## src/verilog/exu_macros.svh

```systemverilog
`ifndef EXU_MACROS_SVH
`define EXU_MACROS_SVH

//////////////////////////////////////////////////////////////
// Execute unit widths
//////////////////////////////////////////////////////////////

// Operand and result width
`define EXU_DATA_W 32

// Shift amount, constant or taken from opA
`define EXU_SHAMT_W 5

// Operation code width, 24 codes in use
`define EXU_OP_W 5

//////////////////////////////////////////////////////////////
// Multiplier timing
//////////////////////////////////////////////////////////////

// Cycles from accepting edge to done
// Operand stage plus product stage
`define EXU_MUL_LAT 2

// Counter width for the multiply in flight
`define EXU_MUL_CNT_W 2

`endif

```

## src/verilog/exuPkg.sv

```systemverilog
`include "exu_macros.svh"

package exuPkg;

	// Operation codes, 0..21 follow the ALU table
	typedef enum logic [`EXU_OP_W-1:0] {
		opAdd   = 5'd0,
		opSub   = 5'd1,
		opMult  = 5'd2,
		opAnd   = 5'd3,
		opOr    = 5'd4,
		opXor   = 5'd5,
		opNor   = 5'd6,
		opSll   = 5'd7,
		opSrl   = 5'd8,
		opRotr  = 5'd9,
		opSra   = 5'd10,
		opSeh   = 5'd11,
		opAddu  = 5'd12,
		opMultu = 5'd13,
		opSlt   = 5'd14,
		opSeb   = 5'd15,
		opSltu  = 5'd16,
		opSllv  = 5'd17,
		opSrlv  = 5'd18,
		opSrav  = 5'd19,
		opRotrv = 5'd20,
		opMove  = 5'd21,
		opMfhi  = 5'd22, // HI readback
		opMflo  = 5'd23  // LO readback
	} aluOpE;

	// Result source
	typedef enum logic [1:0] {unitAlu, unitShift, unitMul, unitHiLo} unitSelE;

	// ALU core function
	typedef enum logic [2:0] {fnAdd, fnAnd, fnOr, fnXor, fnNor, fnSlt, fnExt, fnPass} aluFnE;

	typedef enum logic [1:0] {shLeft, shRightLogic, shRightArith, shRotate} shiftKindE;

	// Decoded control, one per issued code
	typedef struct packed {
		unitSelE   unitSel;
		aluFnE     aluFn;
		logic      subtract;    // Invert B, carry in
		logic      isSigned;    // Signed compare / multiply
		shiftKindE shiftKind;
		logic      useVarShamt; // Amount from opA[4:0]
		logic      extHalf;     // Half word, else byte
		logic      mulStart;
		logic      hiLoWrite;   // Move writes HI and LO
		logic      readHi;
	} exuCtlS;

	// Output stage payload
	typedef struct packed {
		logic [`EXU_DATA_W-1:0] data;
		logic                   zero;
	} exuResS;

endpackage

```

## src/verilog/exuControl.sv

```systemverilog
`timescale 1ns/10ps
`include "exu_macros.svh"

module exuControl (
	input  logic           clk,
	input  logic           rstN,
	input  logic           issue,
	input  exuPkg::aluOpE  aluCtl,
	output exuPkg::exuCtlS ctl,
	output logic           accept,
	output logic           mulAccept,
	output logic           done,
	output logic           busy
);

	logic [`EXU_MUL_CNT_W-1:0] mulCnt; // Cycles left in flight
	logic mulLast;

	//////////////////////////////////////////////////////////////
	// Decode
	//////////////////////////////////////////////////////////////
	always_comb begin
		ctl = '0; // ALU add, all flags clear
		case (aluCtl)
			exuPkg::opAdd:   ctl.isSigned = 1'b1;
			exuPkg::opSub:   ctl.subtract = 1'b1;
			exuPkg::opAddu:  ctl.aluFn = exuPkg::fnAdd;
			exuPkg::opAnd:   ctl.aluFn = exuPkg::fnAnd;
			exuPkg::opOr:    ctl.aluFn = exuPkg::fnOr;
			exuPkg::opXor:   ctl.aluFn = exuPkg::fnXor;
			exuPkg::opNor:   ctl.aluFn = exuPkg::fnNor;
			exuPkg::opSlt,
			exuPkg::opSltu: begin
				ctl.aluFn    = exuPkg::fnSlt;
				ctl.subtract = 1'b1; // Compare via A - B
				ctl.isSigned = (aluCtl == exuPkg::opSlt);
			end
			exuPkg::opSeh,
			exuPkg::opSeb: begin
				ctl.aluFn   = exuPkg::fnExt;
				ctl.extHalf = (aluCtl == exuPkg::opSeh);
			end
			exuPkg::opSll, exuPkg::opSrl, exuPkg::opSra, exuPkg::opRotr,
			exuPkg::opSllv, exuPkg::opSrlv, exuPkg::opSrav, exuPkg::opRotrv: begin
				ctl.unitSel     = exuPkg::unitShift;
				ctl.useVarShamt = aluCtl inside {exuPkg::opSllv, exuPkg::opSrlv,
					exuPkg::opSrav, exuPkg::opRotrv};
				if (aluCtl inside {exuPkg::opSrl, exuPkg::opSrlv})
					ctl.shiftKind = exuPkg::shRightLogic;
				else if (aluCtl inside {exuPkg::opSra, exuPkg::opSrav})
					ctl.shiftKind = exuPkg::shRightArith;
				else if (aluCtl inside {exuPkg::opRotr, exuPkg::opRotrv})
					ctl.shiftKind = exuPkg::shRotate;
			end
			exuPkg::opMult,
			exuPkg::opMultu: begin
				ctl.unitSel  = exuPkg::unitMul;
				ctl.mulStart = 1'b1;
				ctl.isSigned = (aluCtl == exuPkg::opMult);
			end
			exuPkg::opMove: begin
				ctl.aluFn     = exuPkg::fnPass; // Pass opA
				ctl.hiLoWrite = 1'b1;
			end
			exuPkg::opMfhi: begin
				ctl.unitSel = exuPkg::unitHiLo;
				ctl.readHi  = 1'b1;
			end
			exuPkg::opMflo:  ctl.unitSel = exuPkg::unitHiLo;
			default:         ctl.aluFn = exuPkg::fnPass; // Constant 1
		endcase
	end

	assign accept    = issue & ~busy; // Issue while busy is dropped
	assign mulAccept = accept & ctl.mulStart;
	assign mulLast   = busy && (mulCnt == `EXU_MUL_CNT_W'(1));

	//////////////////////////////////////////////////////////////
	// Multiply in flight and done
	//////////////////////////////////////////////////////////////
	always_ff @(posedge clk or negedge rstN) begin
		if (!rstN) begin
			busy   <= 1'b0;
			done   <= 1'b0;
			mulCnt <= '0;
		end else begin
			done <= (accept & ~ctl.mulStart) | mulLast; // Single source of done
			if (mulAccept) begin
				busy   <= 1'b1;
				mulCnt <= `EXU_MUL_CNT_W'(`EXU_MUL_LAT - 1);
			end else if (busy) begin
				if (mulCnt == '0)
					busy <= 1'b0; // Done cycle just ended
				else
					mulCnt <= mulCnt - 1'b1;
			end
		end
	end

endmodule

```

## src/verilog/aluCore.sv

```systemverilog
`timescale 1ns/10ps
`include "exu_macros.svh"

module aluCore (
	input  exuPkg::exuCtlS         ctl,
	input  logic [`EXU_DATA_W-1:0] opA,
	input  logic [`EXU_DATA_W-1:0] opB,
	output logic [`EXU_DATA_W-1:0] aluOut
);

	logic [`EXU_DATA_W-1:0] bIn;
	logic [`EXU_DATA_W-1:0] sum;
	logic carry;
	logic overflow;
	logic lessThan;
	logic [`EXU_DATA_W-1:0] extOut;

	//////////////////////////////////////////////////////////////
	// Shared adder
	//////////////////////////////////////////////////////////////
	assign bIn = ctl.subtract ? ~opB : opB;
	assign {carry, sum} = {1'b0, opA} + {1'b0, bIn} + {{`EXU_DATA_W{1'b0}}, ctl.subtract};

	// Signed overflow on A - B
	assign overflow = (opA[`EXU_DATA_W-1] ^ opB[`EXU_DATA_W-1]) &
		(sum[`EXU_DATA_W-1] ^ opA[`EXU_DATA_W-1]);

	// Signed: sign of difference, corrected; unsigned: borrow
	assign lessThan = ctl.isSigned ? (sum[`EXU_DATA_W-1] ^ overflow) : ~carry;

	// seh / seb on opB
	assign extOut = ctl.extHalf ?
		{{(`EXU_DATA_W-16){opB[15]}}, opB[15:0]} :
		{{(`EXU_DATA_W-8){opB[7]}}, opB[7:0]};

	//////////////////////////////////////////////////////////////
	// Function select
	//////////////////////////////////////////////////////////////
	always_comb begin
		case (ctl.aluFn)
			exuPkg::fnAdd: aluOut = sum; // add, addu, sub
			exuPkg::fnAnd: aluOut = opA & opB;
			exuPkg::fnOr:  aluOut = opA | opB;
			exuPkg::fnXor: aluOut = opA ^ opB;
			exuPkg::fnNor: aluOut = ~(opA | opB);
			exuPkg::fnSlt: aluOut = {{(`EXU_DATA_W-1){1'b0}}, lessThan};
			exuPkg::fnExt: aluOut = extOut;
			default: begin
				// Move passes opA, unknown codes give 1
				if (ctl.hiLoWrite)
					aluOut = opA;
				else
					aluOut = `EXU_DATA_W'(1);
			end
		endcase
	end

endmodule

```

## src/verilog/barrelShifter.sv

```systemverilog
`timescale 1ns/10ps
`include "exu_macros.svh"

module barrelShifter (
	input  exuPkg::exuCtlS          ctl,
	input  logic [`EXU_DATA_W-1:0]  opA,
	input  logic [`EXU_DATA_W-1:0]  opB,
	input  logic [`EXU_SHAMT_W-1:0] shamt,
	output logic [`EXU_DATA_W-1:0]  shOut
);

	logic [`EXU_SHAMT_W-1:0] amt;
	logic [2*`EXU_DATA_W-1:0] rotWide; // opB twice, for rotate

	// Variable forms use only opA[4:0]
	assign amt = ctl.useVarShamt ? opA[`EXU_SHAMT_W-1:0] : shamt;

	// Low half of {opB, opB} >> amt is the rotation, amt 0 gives opB
	assign rotWide = {opB, opB} >> amt;

	//////////////////////////////////////////////////////////////
	// Shift kind
	//////////////////////////////////////////////////////////////
	always_comb begin
		case (ctl.shiftKind)
			exuPkg::shLeft:
				shOut = opB << amt;
			exuPkg::shRightLogic:
				shOut = opB >> amt;
			exuPkg::shRightArith:
				shOut = $signed(opB) >>> amt; // Sign fill
			default:
				shOut = rotWide[`EXU_DATA_W-1:0];
		endcase
	end

endmodule

```

## src/verilog/mulHiLo.sv

```systemverilog
`timescale 1ns/10ps
`include "exu_macros.svh"

module mulHiLo (
	input  logic                   clk,
	input  logic                   rstN,
	input  exuPkg::exuCtlS         ctl,
	input  logic                   mulAccept,
	input  logic                   moveAccept,
	input  logic [`EXU_DATA_W-1:0] opA,
	input  logic [`EXU_DATA_W-1:0] opB,
	output logic [`EXU_DATA_W-1:0] loOut,
	output logic [`EXU_DATA_W-1:0] hiLoOut
);

	logic signed [`EXU_DATA_W:0] aReg; // One extra bit for signedness
	logic signed [`EXU_DATA_W:0] bReg;
	logic mulValid; // Stage 1 holds operands
	logic signed [2*`EXU_DATA_W-1:0] prod;
	logic [`EXU_DATA_W-1:0] hiReg;
	logic [`EXU_DATA_W-1:0] loReg;

	//////////////////////////////////////////////////////////////
	// Stage 1, operands
	//////////////////////////////////////////////////////////////
	always_ff @(posedge clk or negedge rstN) begin
		if (!rstN)
			mulValid <= 1'b0;
		else
			mulValid <= mulAccept;
	end

	always_ff @(posedge clk) begin
		if (mulAccept) begin
			// multu extends with 0, mult with the sign bit
			aReg <= {ctl.isSigned & opA[`EXU_DATA_W-1], opA};
			bReg <= {ctl.isSigned & opB[`EXU_DATA_W-1], opB};
		end
	end

	// 33 x 33 signed, low 64 bits are exact for both forms
	assign prod = aReg * bReg;
	assign loOut = prod[`EXU_DATA_W-1:0];

	//////////////////////////////////////////////////////////////
	// Stage 2, HI/LO
	//////////////////////////////////////////////////////////////
	always_ff @(posedge clk or negedge rstN) begin
		if (!rstN) begin
			hiReg <= '0;
			loReg <= '0;
		end else if (mulValid) begin
			hiReg <= prod[2*`EXU_DATA_W-1:`EXU_DATA_W];
			loReg <= prod[`EXU_DATA_W-1:0];
		end else if (moveAccept) begin
			hiReg <= opA; // Move fills both
			loReg <= opA;
		end
	end

	assign hiLoOut = ctl.readHi ? hiReg : loReg; // mfhi / mflo

endmodule

```

## src/verilog/stageReg.sv

```systemverilog
`timescale 1ns/10ps

module stageReg #(
	parameter type     payloadT = exuPkg::exuResS,
	parameter payloadT resetVal = '0
) (
	input  logic    clk,
	input  logic    rstN,
	input  logic    load,
	input  payloadT d,
	output payloadT q
);

	//////////////////////////////////////////////////////////////
	// Loadable register
	//////////////////////////////////////////////////////////////
	always_ff @(posedge clk or negedge rstN) begin
		if (!rstN)
			q <= resetVal; // Per payload
		else if (load)
			q <= d;
		// Otherwise hold
	end

endmodule

```

## src/verilog/executeUnit.sv

```systemverilog
`timescale 1ns/10ps
`include "exu_macros.svh"

module executeUnit (
	input  logic                    clk,
	input  logic                    rstN,
	input  logic                    issue,
	input  exuPkg::aluOpE           aluCtl,
	input  logic [`EXU_DATA_W-1:0]  opA,
	input  logic [`EXU_DATA_W-1:0]  opB,
	input  logic [`EXU_SHAMT_W-1:0] shamt,
	output logic [`EXU_DATA_W-1:0]  result,
	output logic                    zero,
	output logic                    done,
	output logic                    busy
);

	localparam exuPkg::exuResS ResReset = '{data: '0, zero: 1'b1};

	exuPkg::exuCtlS ctl;
	logic accept, mulAccept, moveAccept;
	logic outLoad, mulLoad;
	logic lastMul; // Mul stage loaded more recently
	logic [`EXU_DATA_W-1:0] aluOut, shOut, loOut, hiLoOut, selData;
	exuPkg::exuResS selRes, mulRes, outQ, mulQ;

	exuControl ctl0 (.clk, .rstN, .issue, .aluCtl, .ctl, .accept, .mulAccept, .done, .busy);

	aluCore alu0 (.ctl, .opA, .opB, .aluOut);

	barrelShifter shift0 (.ctl, .opA, .opB, .shamt, .shOut);

	mulHiLo mul0 (.clk, .rstN, .ctl, .mulAccept, .moveAccept, .opA, .opB, .loOut, .hiLoOut);

	//////////////////////////////////////////////////////////////
	// Result select and output stages
	//////////////////////////////////////////////////////////////
	assign moveAccept = accept & ctl.hiLoWrite;
	assign outLoad    = accept & ~ctl.mulStart;
	assign mulLoad    = busy & ~done; // Product completes this edge

	assign selData = (ctl.unitSel == exuPkg::unitShift) ? shOut :
		(ctl.unitSel == exuPkg::unitHiLo) ? hiLoOut : aluOut;
	assign selRes = '{data: selData, zero: (selData == '0)};
	assign mulRes = '{data: loOut, zero: (loOut == '0)}; // Zero refers to LO

	stageReg #(.resetVal(ResReset)) outStage0 (.clk, .rstN, .load(outLoad), .d(selRes),
		.q(outQ));

	stageReg #(.resetVal(ResReset)) mulStage0 (.clk, .rstN, .load(mulLoad), .d(mulRes),
		.q(mulQ));

	always_ff @(posedge clk or negedge rstN) begin
		if (!rstN)
			lastMul <= 1'b0;
		else if (mulLoad)
			lastMul <= 1'b1;
		else if (outLoad)
			lastMul <= 1'b0;
	end

	assign result = lastMul ? mulQ.data : outQ.data;
	assign zero   = lastMul ? mulQ.zero : outQ.zero;

endmodule

```

## config.mk

```make
export PLATFORM = sky130hd
export DESIGN_NAME = executeUnit
export DESIGN_NICKNAME = d
export VERILOG_FILES = /design/src/verilog/exuPkg.sv /design/src/verilog/exuControl.sv /design/src/verilog/aluCore.sv /design/src/verilog/barrelShifter.sv /design/src/verilog/mulHiLo.sv /design/src/verilog/stageReg.sv /design/src/verilog/executeUnit.sv
export VERILOG_INCLUDE_DIRS = /design/src /design/src/verilog
export SDC_FILE = /design/constraint.sdc
export NUM_CORES = 2
export LEC_CHECK = 0
export CAP_MARGIN = 25
export CORE_UTILIZATION = 50
export CTS_CLUSTER_DIAMETER = 100
export DETAILED_ROUTE_END_ITERATION = 8
export DONT_BUFFER_PORTS = 1
export PLACE_DENSITY = 0.74
export SLEW_MARGIN = 5
export SYNTH_ARGS = -nofsm -noshare
export SYNTH_HDL_FRONTEND = slang
export SYNTH_SLANG_ARGS = --single-unit
```

## constraint.sdc

```tcl
create_clock -name clk -period 7.3 [get_ports clk]
set_input_delay 0.73 -clock clk [delete_from_list [all_inputs] [get_ports clk]]
set_output_delay 0.73 -clock clk [all_outputs]
set_load 0.03 [all_outputs]
```

* Word level (Yosys, flattened, before mapping) *
Cells that the tools add are included.

word-level totals
  bits in registers = 202
  bits of input ports = 77
  output and inout port bits = 35
  word-level logic and storage cells = 134

operators by class
  $add $sub $neg = 3
  multiply operators = 1
  eq/ne operators = 35
  shifts and indexed selects = 4
  mux-type cells = 35
  bitwise logic cells = 21
  reductions and logical operators = 22

operators by type and width
  cell                                                             number
  32-bit 2-to-1 mux                                                10
  32-bit one-hot mux with 7 select lines                           1
  32-bit one-hot mux with 3 select lines                           1
  32-bit logical NOT                                               2
  33-bit by 33-bit multiplier with 64-bit output                   1
  32-bit NOT                                                       2
  64-bit by 5-bit >> shifter with 32-bit output                    1
  5-bit by 4-bit == test with 1-bit output, second input constant  8
  5-bit == test, second input constant                             8
  32-bit by 32-bit adder with 33-bit output                        1
  33-bit by 1-bit adder with 33-bit output                         1
  32-bit bitwise AND                                               1
  32-bit bitwise OR                                                1
  32-bit by 5-bit left shift with 32-bit output                    1
  32-bit by 5-bit >> shifter with 32-bit output                    1
  32-bit by 5-bit >>> shifter with 32-bit output                   1
  32-bit XOR                                                       1
  3-bit one-hot mux with 7 select lines                            1
  5-bit by 3-bit == test with 1-bit output, second input constant  4
  15-bit OR reduction                                              1
  1-bit 2-to-1 mux                                                 12
  2-bit 2-to-1 mux                                                 6
  2-bit nonzero test                                               6
  5-bit by 2-bit == test with 1-bit output, second input constant  2
  25 further kinds                                                 47

* Longest topological paths before layout *
  depth after elaboration = 14
  gate-level depth with buffers = 33
  gate-level depth less buffers = 31

* Hierarchy *
From an unflattened synthesis, not the netlist that was laid out.

unflattened totals
  cell total of the unflattened synthesis = 6305
  area, all modules = 57787.9 um2

modules (own cells, without submodules)
  module         instances  cells an instance  area each (um2)  sequential area each (um2)
  mulHiLo        1          4553               43743.2          3608.5
  aluCore        1          679                4793.3           0.0
  barrelShifter  1          683                4625.7           0.0
  stageReg       2          70                 1382.6           827.0
  executeUnit    1          172                1260.0           25.0
  exuControl     1          78                 600.6            100.1

* Worst setup path before layout *
No wires, ideal clock.

  path type = reg-to-reg
  start point = register mul0.bReg[0]
  end point = register mul0.hiReg[24]
  setup time = 137 ps
  arrival = 7660 ps
  required time = 7163 ps
  path slack = -497 ps
  stages on the path, launching flop included = 32
  buffers on the path = 2
  period minus slack after synthesis = 7797 ps
  cell sequence = edfxtp_1 > clkbuf_1 > nand2_1 > inv_1 > fa_1 > inv_1 > fa_1 > inv_1 > fa_1 > inv_1 > fa_1 > inv_1 > fa_1 > fa_1 > fa_1 > inv_1 > fa_1 > inv_1 > ha_1 > clkbuf_1 > a21o_1 > a21o_1 > a21oi_1 > o21ai_0 > a221oi_1 > o2111ai_1 > a21o_1 > a31o_2 > or2_2 > a31oi_1 > xor2_1 > a21oi_1

on the way
  word-level cells in the longest chain between the ends = 2

ends and longest elaborated chain
  item                                            RTL line       RTL
  start: declaration                              mulHiLo.sv:17  logic signed [`EXU_DATA_W:0] bReg;
  start signal: assignment                        mulHiLo.sv:37  bReg <= {ctl.isSigned & opB[`EXU_DATA_W-1], opB};
  33-bit by 33-bit multiplier with 64-bit output  mulHiLo.sv:42  assign prod = aReg * bReg;
  32-bit 2-to-1 mux                               mulHiLo.sv:52  end else if (mulValid) begin
  end signal: assignment                          mulHiLo.sv:53  hiReg <= prod[2*`EXU_DATA_W-1:`EXU_DATA_W];
  end signal: assignment                          mulHiLo.sv:56  hiReg <= opA;
  end: declaration                                mulHiLo.sv:20  logic [`EXU_DATA_W-1:0] hiReg;

Every way passes these cells.
A chain may end at the register's enable or synchronous reset.

* Worst setup path after layout *
  start point = register mul0.aReg[32]
  end point = register mul0.hiReg[24]

on the way
  word-level cells in the longest chain between the ends = 2

ends and longest elaborated chain
  item                                            RTL line       RTL
  start: declaration                              mulHiLo.sv:16  logic signed [`EXU_DATA_W:0] aReg;
  start signal: assignment                        mulHiLo.sv:36  aReg <= {ctl.isSigned & opA[`EXU_DATA_W-1], opA};
  33-bit by 33-bit multiplier with 64-bit output  mulHiLo.sv:42
  32-bit 2-to-1 mux                               mulHiLo.sv:52

Every way passes these cells.

==> flow_summary.yaml <==
cts:
  cts_buffers: 24
  htreeDepth: 1
  clk_path_buf_depth: 3
  cts_tree: "yes"
  cts_root_buffer: "clkbuf_16"
  insertion_delay_ns: 0.56
  clk_pin_slew_ns: 0.07
  clock_sinks: 202
finish:
  fillerInstances: 9529
  multi_input_area_um2: 46100
  regArea_um2: 5390
  syn_to_final_growth_pct: 14.9
  layout-drive-gt1-share: 0.151
  fin_nets: 8192
routing:
  drt_wl_total_mm: 205
  ant_nets: 0
  drc: 0
  avgRoutedWirePerCell_um: 25.1
  vias: 48300
  drtIter0Drc: 5044
  viasPerCell: 5.89
  drt-pass1-iter-count: 7
synthesis:
  synth_cell_types: 104
  synthesis.area_um2: 56200
  ys_ff_latch: 202
  synth_ff_type: "dfrtp_1"
  syn_avg_cell_area_um2: 8.76
  ys_seq_area_frac: 0.0958
  synth_edf_count: 66
  netlist.area_leader.share: 0.401
  yosysWarnings: 0
  syn_inst: 6417
  synth_top_cell_by_area: "fa_1"
  synth_area_leaders: "fa_1 (40%), inv_1 (8.1%), ha_1 (6.9%)"
  syn_nets: 7929
  async_reset_ff_frac: 0.673
status:
  violations: "negative setup slack"
  status: "finished with violations"
grt:
  grt_pass1_wl_mm: 313
  grt_use_total: 0.367
  grt_pass1_vias: 50900
  antenna_found_initial: 9
  grt_max_degree: 135
  grt_overflow: 0
sta:
  setup_ws_ns: -0.619
  final-setup-viol-count: 43
  maxSlewViolCount: 0
  post-route-period-util: 1.08
  tightest_slew_ns: 1.07
  fmax_mhz: 126
  rsz0062_at_grt: "yes"
  skew_ns: 0.0440
  slew_headroom: 0.280
  hold_violations: 0
  post-route-min-period_ns: 7.92
placed_design:
  portBuffers: 0
  gp_congestion: 1.03
  pre_cts_ws_ns: -0.739
  hpwl_mm: 167
setup_path:
  critPathRequiredTime_ns: 7.71
  r2r-start: "mul0.aReg[32]$_DFFE_PP_"
  critPathKind: "reg -> reg"
  critPathCaptureType: "flip-flop"
  path_max_fanout: 6
  crit_top_cell: "fa_1"
  crit_arrival_ns: 8.33
  crit_start: "mul0.aReg[32]$_DFFE_PP_"
  startpoint_type: "flip-flop"
  slowest_delay_ns: 0.62
  crit_path_top_delay_cell: "fa_2"
floorplanning:
  row_count: 122
  die_w_um: 337
  dieArea_um2: 114000
  die_y_um: 337
  coreArea_um2: 111000
  ios: 112
  start_util: 0.506
power_and_ir_drop:
  power_frac_seq: 0.047
  p_sw_frac: 0.508
  power.total_w: 0.0369
  intPower_w: 0.0181
  p_clk_frac: 0.033
  p_leak_nw: 31.1
  combPwrFrac: 0.920
  power_density_nw_per_um2: 571
  switchingPower_w: 0.0187
  vdd_drop_max_v: 0.00109
job:
  max-cap-violations: 0
min_path:
  hp-class: "in -> async"
final timing paths:
check | slack, ns | to | cells past startpoint
worst max-delay path | -0.62 | mul0.hiReg[24]$_DFFE_PN0P_ | 29
worst min-delay path | 0.04 | mulStage0.q[0]$_DFFE_PN1P_ | 0
worst max register to register | -0.62 | mul0.hiReg[24]$_DFFE_PN0P_ | 29
worst min register to register | 0.47 | outStage0.q[29]$_DFFE_PN0P_ | 2
max in group asynchronous | 6.58 | mul0.mulValid$_DFF_PN0_ | 1
min in group clk | 0.26 | mul0.bReg[16]$_DFFE_PP_ | 0
Yosys cell counts, drive strengths merged, types with 23 or more instances:
| cell type | count |
|---|---|
| a21o | 67 |
| a211oi | 60 |
| dfrtp | 134 |
| fa | 1126 |
| nor2 | 185 |
| xnor2 | 92 |
| o21ai | 220 |
| nand2b | 28 |
| nand4 | 31 |
| o22ai | 23 |
| a21oi | 273 |
| xor2 | 41 |
| clkbuf | 298 |
| and2 | 561 |
| inv | 1219 |
| mux2i | 27 |
| a221oi | 39 |
| nand2 | 812 |
| edfxtp | 66 |
| nor3 | 33 |
| buf | 82 |
| a31oi | 30 |
| ha | 309 |
| o211ai | 51 |
| nor2b | 39 |
| mux2 | 66 |
| nand3 | 223 |
cell type report:
class                           instances  share of cell area
Timing Repair Buffer                  617              0.0909
Clock inverter                          7             0.00116
Antenna cell                            6            0.000232
Tap cell                             1488              0.0288
Clock buffer                           37              0.0108
Inverter                             1220              0.0710
Sequential cell                       202              0.0835
Multi-Input combinational cell       4615               0.713
layout by cell type (no fill, tap or decap), types with 74 or more instances in the layout:
master   count
inv_1     1183
fa_1      1090
nand2_1    800
and2_1     544
buf_4      483
ha_1       281
a21oi_1    237
nand3_1    219
nor2_1     172
o21ai_0    154
dfrtp_1    133
xnor2_1     77
buf_12      74
per-stage QoR:
step | cell area [um^2] | TNS [ns] | hold slack (ns) | cells | utilization
after global placement | 61700 | -14.11 | 0.437 | 8070 | 0.555
after floorplan | 56400 | -0.205 | 0.434 | 6417 | -
after global routing | 64600 | -21.82 | 0.0337 | 8187 | 0.581
after CTS | 63400 | -7.88 | 0.0275 | 8148 | 0.571
final | 64600 | -11.89 | 0.0404 | 8192 | 0.581
after detailed placement | 61700 | -16.94 | 0.438 | 8073 | 0.555
per-layer routing:
metal,up-vias,part of all wire,track usage
met5,-,0.00017,0
met4,4,0.063,0.184
met3,592,0.11,0.0920
met2,2520,0.45,0.573
met1,24500,0.38,0.474
li1,20700,-,-
worst max-delay path: cells and delay by family (launching register included):
family,cells,cell delay (ns)
and+or+nand+nor,2,0.46
DFF,1,0.53
buffers and inverters,8,0.63
AOI/OAI and AO/OA,9,1.61
xor gates and xnor gates,1,0.17
adders and majority gates,9,4.32
logic make-up after synthesis:
logic type / share of synthesized area
AOI/OAI and AO/OA: 0.112
xor gates and xnor gates: 0.0207
adders and majority gates: 0.470
buffers and inverters: 0.109
DFF: 0.0958
muxes: 0.0186
and+or+nand+nor: 0.174
state kept, by name, summed over array words and instances, names as in the netlist:
signal         cells
mul0.aReg         33
ctl0.busy          1
mul0.bReg         33
outStage0.q       33
mulStage0.q       33
lastMul            1
mul0.mulValid      1
ctl0.done          1
ctl0.mulCnt        2
mul0.hiReg        32
mul0.loReg        32
power groups by stage:
stage          clock [W]  combinational [W]  sequential [W]
3_3_place_gp           0             0.0258         0.00174
4_1_cts          0.00121             0.0292         0.00173
6_report         0.00121             0.0339         0.00174
2_1_floorplan          0             0.0137         0.00165
3_5_place_dp           0             0.0261         0.00174
5_1_grt          0.00125             0.0359         0.00177
timing repair:
item,CTS,global route
hold buffers,1,0
endpoints found under the setup margin,50,51
endpoints found under the hold margin,134,0
gates resized for setup,135,184
pin swaps,82,97
buffers inserted,30,36
cloned,1,4
(Power assumes the default switching activity.)
